### config.mk
export PLATFORM = sky130hd
export DESIGN_NAME = exec_units
export DESIGN_NICKNAME = d
export VERILOG_FILES = /design/src/hw/exec_pkg.sv /design/src/hw/alu_fu.sv /design/src/hw/mul_fu.sv /design/src/hw/ls_fu.sv /design/src/hw/branch_fu.sv /design/src/hw/exec_units.sv
export VERILOG_INCLUDE_DIRS = /design/src /design/src/hw
export SDC_FILE = /design/constraint.sdc
export NUM_CORES = 2
export LEC_CHECK = 0
export BUFFER_PORTS_ARGS = -buffer_cell sky130_fd_sc_hd__buf_4
export CAP_MARGIN = 5
export CORE_MARGIN = 2
export CORE_UTILIZATION = 50
export CTS_BUF_LIST = sky130_fd_sc_hd__clkbuf_4
export DETAILED_ROUTE_END_ITERATION = 8
export PLACE_DENSITY = 0.69
export SETUP_SLACK_MARGIN = 0.15
export SLEW_MARGIN = 15
export SYNTH_ARGS = -nofsm -noshare
export SYNTH_HDL_FRONTEND = slang
export SYNTH_HIERARCHICAL = 1
export SYNTH_SLANG_ARGS = --single-unit
### constraint.sdc
create_clock -name clock -period 16.3 [get_ports clock]
set_input_delay 0.815 -clock clock [delete_from_list [all_inputs] [get_ports clock]]
set_output_delay 0.815 -clock clock [all_outputs]
set_load 0.05 [all_outputs]
### src/hw/exec_consts.svh
`ifndef EXEC_CONSTS_SVH
`define EXEC_CONSTS_SVH

// ============================================================
// Execute stage widths and depths
// ============================================================

// Data word width
`define EXEC_XLEN 32

// Physical register tag and ROB index widths
`define EXEC_PREG_BITS 6
`define EXEC_ROB_BITS 5

// Multiplier latency in cycles, one register per stage
`define EXEC_MUL_STAGES 3

// Writeback bus lanes: ALU, multiplier, branch
`define EXEC_WB_LANES 3

`endif

### src/hw/exec_pkg.sv
`default_nettype none

`include "exec_consts.svh"

package exec_pkg;

  // ============================================================
  // Operation encodings
  // ============================================================

  typedef enum logic [3:0] {
    ADD  = 4'd0,
    SUB  = 4'd1,
    AND  = 4'd2,
    OR   = 4'd3,
    XOR  = 4'd4,
    SLL  = 4'd5,
    SRL  = 4'd6,
    SRA  = 4'd7,
    SLT  = 4'd8,
    SLTU = 4'd9
  } alu_op_e;

  // Same order as the RV32M funct3 field
  typedef enum logic [1:0] {
    MUL    = 2'd0,
    MULH   = 2'd1,
    MULHSU = 2'd2,
    MULHU  = 2'd3
  } mul_op_e;

  // Branch funct3 values, JUMP takes the unused 010 slot
  typedef enum logic [2:0] {
    BEQ  = 3'b000,
    BNE  = 3'b001,
    JUMP = 3'b010,
    BLT  = 3'b100,
    BGE  = 3'b101,
    BLTU = 3'b110,
    BGEU = 3'b111
  } br_cond_e;

  typedef enum logic [1:0] {
    MEM_NONE  = 2'd0,
    MEM_LOAD  = 2'd1,
    MEM_STORE = 2'd2
  } mem_op_e;

  // ============================================================
  // Packets
  // ============================================================

  typedef struct packed {
    logic                        valid;
    alu_op_e                     alu_op;
    mul_op_e                     mul_op;
    br_cond_e                    br_cond;
    mem_op_e                     mem_op;
    logic [`EXEC_XLEN-1:0]       src1_val;
    logic [`EXEC_XLEN-1:0]       src2_val;
    logic [11:0]                 imm;
    logic [`EXEC_XLEN-1:0]       pc;
    logic                        pred_taken;
    logic [`EXEC_PREG_BITS-1:0]  dest_tag;
    logic [`EXEC_ROB_BITS-1:0]   rob_idx;
  } issue_packet_t;

  typedef struct packed {
    logic                        valid;
    logic [`EXEC_XLEN-1:0]       value;
    logic [`EXEC_PREG_BITS-1:0]  dest_prf;
    logic [`EXEC_ROB_BITS-1:0]   rob_idx;
    logic                        mispred;
    logic                        taken;
  } wb_resp_t;

  typedef struct packed {
    logic                        valid;
    logic                        is_store;
    logic [`EXEC_XLEN-1:0]       addr;
    logic [`EXEC_XLEN-1:0]       store_data;
    logic [`EXEC_PREG_BITS-1:0]  dest_prf;
    logic [`EXEC_ROB_BITS-1:0]   rob_idx;
  } lsq_req_t;

endpackage

`default_nettype wire

### src/hw/alu_fu.sv
`timescale 1ns/1ps
`default_nettype none

`include "exec_consts.svh"

module alu_fu (
  input  exec_pkg::issue_packet_t req_i,
  output exec_pkg::wb_resp_t      resp_o
);

  logic [`EXEC_XLEN-1:0] src1;
  logic [`EXEC_XLEN-1:0] src2;
  logic [4:0]            shamt;
  logic [`EXEC_XLEN-1:0] result;

  assign src1  = req_i.src1_val;
  assign src2  = req_i.src2_val;
  // Only the low five bits count for RV32 shifts
  assign shamt = req_i.src2_val[4:0];

  always_comb begin
    case (req_i.alu_op)
      exec_pkg::ADD:  result = src1 + src2;
      exec_pkg::SUB:  result = src1 - src2;
      exec_pkg::AND:  result = src1 & src2;
      exec_pkg::OR:   result = src1 | src2;
      exec_pkg::XOR:  result = src1 ^ src2;
      exec_pkg::SLL:  result = src1 << shamt;
      exec_pkg::SRL:  result = src1 >> shamt;
      exec_pkg::SRA:  result = $unsigned($signed(src1) >>> shamt);
      exec_pkg::SLT:  result = {{(`EXEC_XLEN-1){1'b0}}, $signed(src1) < $signed(src2)};
      exec_pkg::SLTU: result = {{(`EXEC_XLEN-1){1'b0}}, src1 < src2};
      default:        result = '0;
    endcase
  end

  always_comb begin
    resp_o.valid    = req_i.valid;
    resp_o.value    = result;
    resp_o.dest_prf = req_i.dest_tag;
    resp_o.rob_idx  = req_i.rob_idx;
    resp_o.mispred  = 1'b0;
    resp_o.taken    = 1'b0;
  end

  // Issue must never hand the ALU an undefined opcode
  always_comb begin
    if (req_i.valid) begin
      assert (req_i.alu_op inside {[exec_pkg::ADD : exec_pkg::SLTU]})
        else $error("alu_fu: undefined opcode %0d", req_i.alu_op);
    end
  end

endmodule

`default_nettype wire

### src/hw/mul_fu.sv
`timescale 1ns/1ps
`default_nettype none

`include "exec_consts.svh"

module mul_fu (
  input  logic                    clock,
  input  logic                    reset,
  input  exec_pkg::issue_packet_t req_i,
  output exec_pkg::wb_resp_t      resp_o
);

  // Payload that travels down the pipe beside its valid bit
  typedef struct packed {
    exec_pkg::mul_op_e           op;
    logic [2*`EXEC_XLEN-1:0]     product;
    logic [`EXEC_PREG_BITS-1:0]  dest_tag;
    logic [`EXEC_ROB_BITS-1:0]   rob_idx;
  } mul_stage_t;

  logic                                 a_signed;
  logic                                 b_signed;
  logic [2*`EXEC_XLEN-1:0]              op_a_ext;
  logic [2*`EXEC_XLEN-1:0]              op_b_ext;
  mul_stage_t                           stage_in;
  mul_stage_t [`EXEC_MUL_STAGES-1:0]    stage_q;
  logic [`EXEC_MUL_STAGES-1:0]          valid_q;
  mul_stage_t                           out_stage;

  // ============================================================
  // Operand extension and product
  // ============================================================

  // Low word is the same for any extension, MUL shares the signed path
  assign a_signed = (req_i.mul_op != exec_pkg::MULHU);
  assign b_signed = (req_i.mul_op == exec_pkg::MULH) || (req_i.mul_op == exec_pkg::MUL);

  assign op_a_ext = {{`EXEC_XLEN{a_signed & req_i.src1_val[`EXEC_XLEN-1]}}, req_i.src1_val};
  assign op_b_ext = {{`EXEC_XLEN{b_signed & req_i.src2_val[`EXEC_XLEN-1]}}, req_i.src2_val};

  always_comb begin
    stage_in.op       = req_i.mul_op;
    stage_in.product  = op_a_ext * op_b_ext;
    stage_in.dest_tag = req_i.dest_tag;
    stage_in.rob_idx  = req_i.rob_idx;
  end

  // ============================================================
  // Pipeline registers
  // ============================================================

  always_ff @(posedge clock) begin
    if (reset) begin
      valid_q <= '0;
    end else begin
      valid_q <= {valid_q[`EXEC_MUL_STAGES-2:0], req_i.valid};
    end
  end

  // Product and tags shift together so each result keeps its own tags
  always_ff @(posedge clock) begin
    stage_q[0] <= stage_in;
    for (int i = 1; i < `EXEC_MUL_STAGES; i++) begin
      stage_q[i] <= stage_q[i-1];
    end
  end

  // Final word select
  assign out_stage = stage_q[`EXEC_MUL_STAGES-1];

  always_comb begin
    resp_o.valid    = valid_q[`EXEC_MUL_STAGES-1];
    resp_o.value    = (out_stage.op == exec_pkg::MUL) ?
                      out_stage.product[`EXEC_XLEN-1:0] :
                      out_stage.product[2*`EXEC_XLEN-1:`EXEC_XLEN];
    resp_o.dest_prf = out_stage.dest_tag;
    resp_o.rob_idx  = out_stage.rob_idx;
    resp_o.mispred  = 1'b0;
    resp_o.taken    = 1'b0;
  end

  // Output valid follows the request valid of three edges back
  assert property (@(posedge clock) disable iff (reset)
    (!$past(reset, 1) && !$past(reset, 2) && !$past(reset, 3))
      |-> (resp_o.valid == $past(req_i.valid, `EXEC_MUL_STAGES)));

endmodule

`default_nettype wire

### src/hw/ls_fu.sv
`timescale 1ns/1ps
`default_nettype none

`include "exec_consts.svh"

module ls_fu (
  input  exec_pkg::issue_packet_t req_i,
  output exec_pkg::lsq_req_t      lsq_o
);

  logic [`EXEC_XLEN-1:0] imm_ext;
  logic                  is_load;
  logic                  is_store;

  // Sign extended 12 bit offset
  assign imm_ext  = {{(`EXEC_XLEN-12){req_i.imm[11]}}, req_i.imm};

  assign is_load  = (req_i.mem_op == exec_pkg::MEM_LOAD);
  assign is_store = (req_i.mem_op == exec_pkg::MEM_STORE);

  always_comb begin
    lsq_o.valid      = req_i.valid && (is_load || is_store);
    lsq_o.is_store   = is_store;
    lsq_o.addr       = req_i.src1_val + imm_ext;
    lsq_o.rob_idx    = req_i.rob_idx;
    // Stores write no register
    if (is_store) begin
      lsq_o.store_data = req_i.src2_val;
      lsq_o.dest_prf   = '0;
    end else begin
      lsq_o.store_data = '0;
      lsq_o.dest_prf   = req_i.dest_tag;
    end
  end

  // Issue only routes memory operations to this unit
  always_comb begin
    if (req_i.valid) begin
      assert (req_i.mem_op != exec_pkg::MEM_NONE)
        else $error("ls_fu: valid request without a memory operation");
    end
  end

endmodule

`default_nettype wire

### src/hw/branch_fu.sv
`timescale 1ns/1ps
`default_nettype none

`include "exec_consts.svh"

module branch_fu (
  input  exec_pkg::issue_packet_t req_i,
  output exec_pkg::wb_resp_t      resp_o
);

  exec_pkg::issue_packet_t link_req;
  exec_pkg::wb_resp_t      link_resp;
  logic [`EXEC_XLEN-1:0]   src1;
  logic [`EXEC_XLEN-1:0]   src2;
  logic                    take;

  // ============================================================
  // Link value, pc + 4 through a private ALU
  // ============================================================

  always_comb begin
    link_req          = req_i;
    link_req.alu_op   = exec_pkg::ADD;
    link_req.src1_val = req_i.pc;
    link_req.src2_val = `EXEC_XLEN'd4;
  end

  alu_fu u_link_alu (
    .req_i  (link_req),
    .resp_o (link_resp)
  );

  // ============================================================
  // Condition evaluation
  // ============================================================

  assign src1 = req_i.src1_val;
  assign src2 = req_i.src2_val;

  always_comb begin
    case (req_i.br_cond)
      exec_pkg::BEQ:  take = (src1 == src2);
      exec_pkg::BNE:  take = (src1 != src2);
      exec_pkg::BLT:  take = ($signed(src1) < $signed(src2));
      exec_pkg::BGE:  take = ($signed(src1) >= $signed(src2));
      exec_pkg::BLTU: take = (src1 < src2);
      exec_pkg::BGEU: take = (src1 >= src2);
      exec_pkg::JUMP: take = 1'b1;
      default:        take = 1'b0;
    endcase
  end

  // Tags come through the link ALU unchanged
  always_comb begin
    resp_o.valid    = link_resp.valid;
    resp_o.value    = link_resp.value;
    resp_o.dest_prf = link_resp.dest_prf;
    resp_o.rob_idx  = link_resp.rob_idx;
    resp_o.taken    = take;
    // Predictor guessed the wrong direction
    resp_o.mispred  = take ^ req_i.pred_taken;
  end

endmodule

`default_nettype wire

### src/hw/exec_units.sv
`timescale 1ns/1ps
`default_nettype none

`include "exec_consts.svh"

module exec_units (
  input  logic                                         clock,
  input  logic                                         reset,

  // One request port per unit
  input  exec_pkg::issue_packet_t                      alu_req_i,
  input  exec_pkg::issue_packet_t                      mul_req_i,
  input  exec_pkg::issue_packet_t                      ls_req_i,
  input  exec_pkg::issue_packet_t                      br_req_i,

  // Writeback bus and LSQ port
  output exec_pkg::wb_resp_t [`EXEC_WB_LANES-1:0]      wb_o,
  output exec_pkg::lsq_req_t                           lsq_o
);

  // Writeback lane assignment
  localparam int LANE_ALU = 0;
  localparam int LANE_MUL = 1;
  localparam int LANE_BR  = 2;

  exec_pkg::wb_resp_t alu_resp;
  exec_pkg::wb_resp_t mul_resp;
  exec_pkg::wb_resp_t br_resp;

  // ============================================================
  // Functional units
  // ============================================================

  alu_fu u_alu (
    .req_i  (alu_req_i),
    .resp_o (alu_resp)
  );

  mul_fu u_mul (
    .clock  (clock),
    .reset  (reset),
    .req_i  (mul_req_i),
    .resp_o (mul_resp)
  );

  // Address packets go only to the LSQ, never on writeback
  ls_fu u_ls (
    .req_i  (ls_req_i),
    .lsq_o  (lsq_o)
  );

  branch_fu u_br (
    .req_i  (br_req_i),
    .resp_o (br_resp)
  );

  // ============================================================
  // Writeback routing
  // ============================================================

  assign wb_o[LANE_ALU] = alu_resp;
  assign wb_o[LANE_MUL] = mul_resp;
  assign wb_o[LANE_BR]  = br_resp;

endmodule

`default_nettype wire

; Word level (Yosys, flattened, before mapping)
; Cells that the tools add are included.
[totals]
wordCells = 65
out_inout_bits = 215
regBits = 234
[classes]
eq_ne = 21
n_addsub = 4
shifts = 3
n_lt_le_gt_ge = 6
muxes = 4
n_mul = 1
bitwise = 6
n_reduce_logical = 7
[op_table]
columns = cell, n
row1 = case mux 32 bit (10 select lines), 1
row2 = less-than comparator 32 bit, 4
row3 = adder 32 bit, 2
row4 = greater-or-equal comparator 32 bit, 2
row5 = multiplier 33 x 33 -> 64 bit, 1
row6 = two-way mux 38 bit, 1
row7 = "adder 32 x 3 -> 32 bit, second input constant", 1
row8 = bitwise AND 32 bit, 1
row9 = equality test 32 bit, 1
row10 = two-way mux 32 bit, 1
row11 = inequality test 32 bit, 1
row12 = bitwise OR 32 bit, 1
row13 = << shifter 32 x 5 -> 32 bit, 1
row14 = >> shifter 32 x 5 -> 32 bit, 1
row15 = >>> shifter 32 x 5 -> 32 bit, 1
row16 = subtractor 32 bit, 1
row17 = bitwise XOR 32 bit, 1
row18 = "equality test 4 x 3 -> 1 bit, second input constant", 4
row19 = "equality test 3 bit, second input constant", 4
row20 = "equality test 4 x 2 -> 1 bit, second input constant", 2
row21 = "equality test 4 bit, second input constant", 2
row22 = case mux 1 bit (7 select lines), 1
row23 = "equality test 2 x 1 -> 1 bit, second input constant", 2
row24 = "equality test 4 x 1 -> 1 bit, second input constant", 1
row25 = 11 further kinds, 14

; Logic depth before layout (Yosys ltp)
[depth]
depth_word = 4
mapped_depth = 30
mapped_depth_nobuf = 28

; Modules after synthesis
; Netlist, hierarchy kept.
[modules_own_cells]
columns = module, seq_area_each_um2, n_inst, cells_each, area_per_inst_um2
row1 = mul_fu, 4684.5, 1, 4374, 42479.5
row2 = alu_fu at u_br.u_link_alu, 0.0, 1, 1210, 8440.6
row3 = alu_fu at u_alu, 0.0, 1, 1243, 8184.1
row4 = ls_fu, 0.0, 1, 283, 2040.7
row5 = branch_fu, 0.0, 1, 136, 969.7

; Least setup slack after synthesis
; No wires, ideal clock.
[synth_path]
path_type = input port to flip-flop
from = in mul_req_i[119] (netlist bit)
to = reg u_mul/stage_q[74] (netlist bit)
setup_ps = 121
stages = 25
path_slack_ps = 8268
arrival_ps = 7911
path_cell_list = a21boi_0 > clkbuf_1 > nand2_1 > inv_1 > fa_1 > fa_1 > fa_1 > inv_1 > fa_1 > fa_1 > fa_1 > fa_1 > fa_1 > inv_1 > ha_1 > nand2_1 > nor2_1 > nand4_1 > nor4_1 > o21ai_1 > a31o_1 > o211a_1 > o21ai_1 > a31oi_1 > xnor2_1
[synth_rtl]
columns = item, line
row1 = from (decl), exec_units.sv:12  ; input exec_pkg::issue_packet_t mul_req_i,
row2 = "to (signal, indexed assignment)", mul_fu.sv:64  ; stage_q[i] <= stage_q[i-1];
row3 = to (decl), mul_fu.sv:26  ; mul_stage_t [`EXEC_MUL_STAGES-1:0] stage_q;

==> run_results.csv <==
group,metric,value,unit
setup_path,crit_slowest_cell,"fa_1",
drt,drt_wl_total,212000,um
clock_network,cts_hold_buf,0,
setup_path,critical_path_required,16.88,ns
clock_network,clk_pin_slew,0.09,ns
grt,antenna_found_initial,13,
floorplanning,num_io_pins,745,
placed_design,dp_slack,6.88,ns
sta,slew_viol_final,0,
cells_and_area,final_util,0.545,
logic_synthesis,synth.avg_cell_area,8.57,um2
clock_network,cts_buffers,52,
min_path,hold_path.startpoint,"mul_req_i[8]",
setup_path,reg2regPathDepth,0,
clock_network,cts-root-buf,"clkbuf_4",
sta,timing.hold.ws,0.197,ns
floorplanning,die_y,356,um
sta,final.min_clock_period,8.87,ns
grt,grt_max_degree,82,
grt,grt_first_pass_wirelength,320000,um
floorplanning,die_w,356,um
setup_path,crit_type,"in2reg",
logic_synthesis,yosysWarnings,6,
floorplanning,fp-row-count,129,
drt,ant_nets,0,
drt,firstDrtPassIters,6,
cells_and_area,layout_commonest_cell,"inv_1",
clock_network,cts_tree,"built",
setup_path,crit_start,"mul_req_i[119]",
cells_and_area,area_growth,8.35,%
min_path,whs_endpoint,"u_mul/stage_q[8]$_DFF_P_",
sta,fmax,113,MHz
clock_network,clk_latency,0.71,ns
setup_path,worstPathArrival,9.45,ns
setup_path,worst_r2r_endpoint,"u_mul/stage_q[123]$_DFF_P_",
logic_synthesis,synthCells,7243,
setup_path,cp_max_fo,33,
cells_and_area,seq_area,0.00468,mm2
drt,drt_iter0_drc,4875,
sta,tns,0,ns
cells_and_area,fin_nets,9597,
drt,remaining_drc_errors,0,
min_path,worstHoldPathType,"in2reg",
logic_synthesis,netlist_area,0.0621,mm2
cells_and_area,drive_above_1_share,0.111,
min_path,whs_path_depth,1,
setup_path,cpMostUsedCell,"fa_1",
placed_design,hpwl,159000,um
grt,grt-ovfl-total,0,
setup_path,end_kind,"flop",
floorplanning,die_area,0.127,mm2
setup_path,cp_slowest_stage_delay,0.63,ns
sta,worstMarginPinSlew,1.16,ns
clock_network,cts_buffer_depth,3,
sta,fin_skew,0.0212,ns
cells_and_area,multi_input_area,0.0508,mm2
sta,finalSetupViolations,0,
clock_network,ctsResizeCount,0,
clock_network,htreeDepth,2,
clock_network,post_cts_buffers,0,
placed_design,portBuffers,514,
drt,wl_per_cell,23.1,um
flow_run,drv_cap,0,
setup_path,startpoint_type,"input pin",
setup_path,crit_buf_inv,5,
setup_path,rrSetupSlack,15.71,ns
floorplanning,initial_core_util,0.503,
floorplanning,core-area,0.123,mm2
setup_path,crit_family,"adder cells",
sta,finalHoldViolCount,0,
sta,finalWorstSetupSlack,7.43,ns
placed_design,place.gp.congestion,0.993,
clock_network,cts.sinks,234,
grt,gr-usage-all-layers,0.327,
run_status,status,"completed",
sta,maxSlewHeadroom,0.222,
sta,post-route-period-util,0.544,
drt,vias,53500,
setup_path,r2r-start,"u_mul/stage_q[46]$_DFF_P_",
grt,grt_pass1_vias,54700,
cells_and_area,mostFrequentLayoutCells,"1313 x inv_1, 1130 x fa_1, 959 x nand2_1",
drt,viasPerCell,5.85,
sta,rsz0062_at_grt,"no",
cells_and_area,nFillCells,11500,
## routing by layer
metal / share of wire / track usage
met2: 0.45 / 0.518
met5: 0.00027 / 0
met4: 0.032 / 0.101
met3: 0.10 / 0.0745
met1: 0.41 / 0.445
## stage by stage
| stage | instances | cell area (um2) |
|---|---|---|
| after global placement | 9048 | 66500 |
| after CTS | 9143 | 67300 |
| after floorplan | 7337 | 62400 |
| final | 9147 | 67300 |
| after global routing | 9147 | 67300 |
| after detailed placement | 9048 | 66500 |
## final cells by class
class | instances | share of cell area
Antenna cell | 4 | 0.000149
Clock buffer | 80 | 0.00893
Clock inverter | 15 | 0.00266
Inverter | 1321 | 0.0737
Multi-Input combinational cell | 5324 | 0.755
Sequential cell | 234 | 0.0696
Tap cell | 1637 | 0.0304
Timing Repair Buffer | 532 | 0.0594
## state kept, by name, summed over array words and instances (netlist names)
register	flops
u_mul/valid_q	3
u_mul/resp_o	11
u_mul/out_stage	66
u_mul/stage_q	154
## worst max path at each step
stage	endpoint	slack (ns)	cells past startpoint
floorplan	u_mul/stage_q[74]$_DFF_P_	8.27	25
global placement	u_mul/stage_q[72]$_DFF_P_	6.87	26
detailed placement	u_mul/stage_q[72]$_DFF_P_	6.88	26
CTS	u_mul/stage_q[72]$_DFF_P_	7.59	26
global route	u_mul/stage_q[72]$_DFF_P_	7.22	26
finish	u_mul/stage_q[72]$_DFF_P_	7.43	26
Power is not shown: default switching activity piles up to over one toggle a cycle in this logic, so the estimate is an artifact.
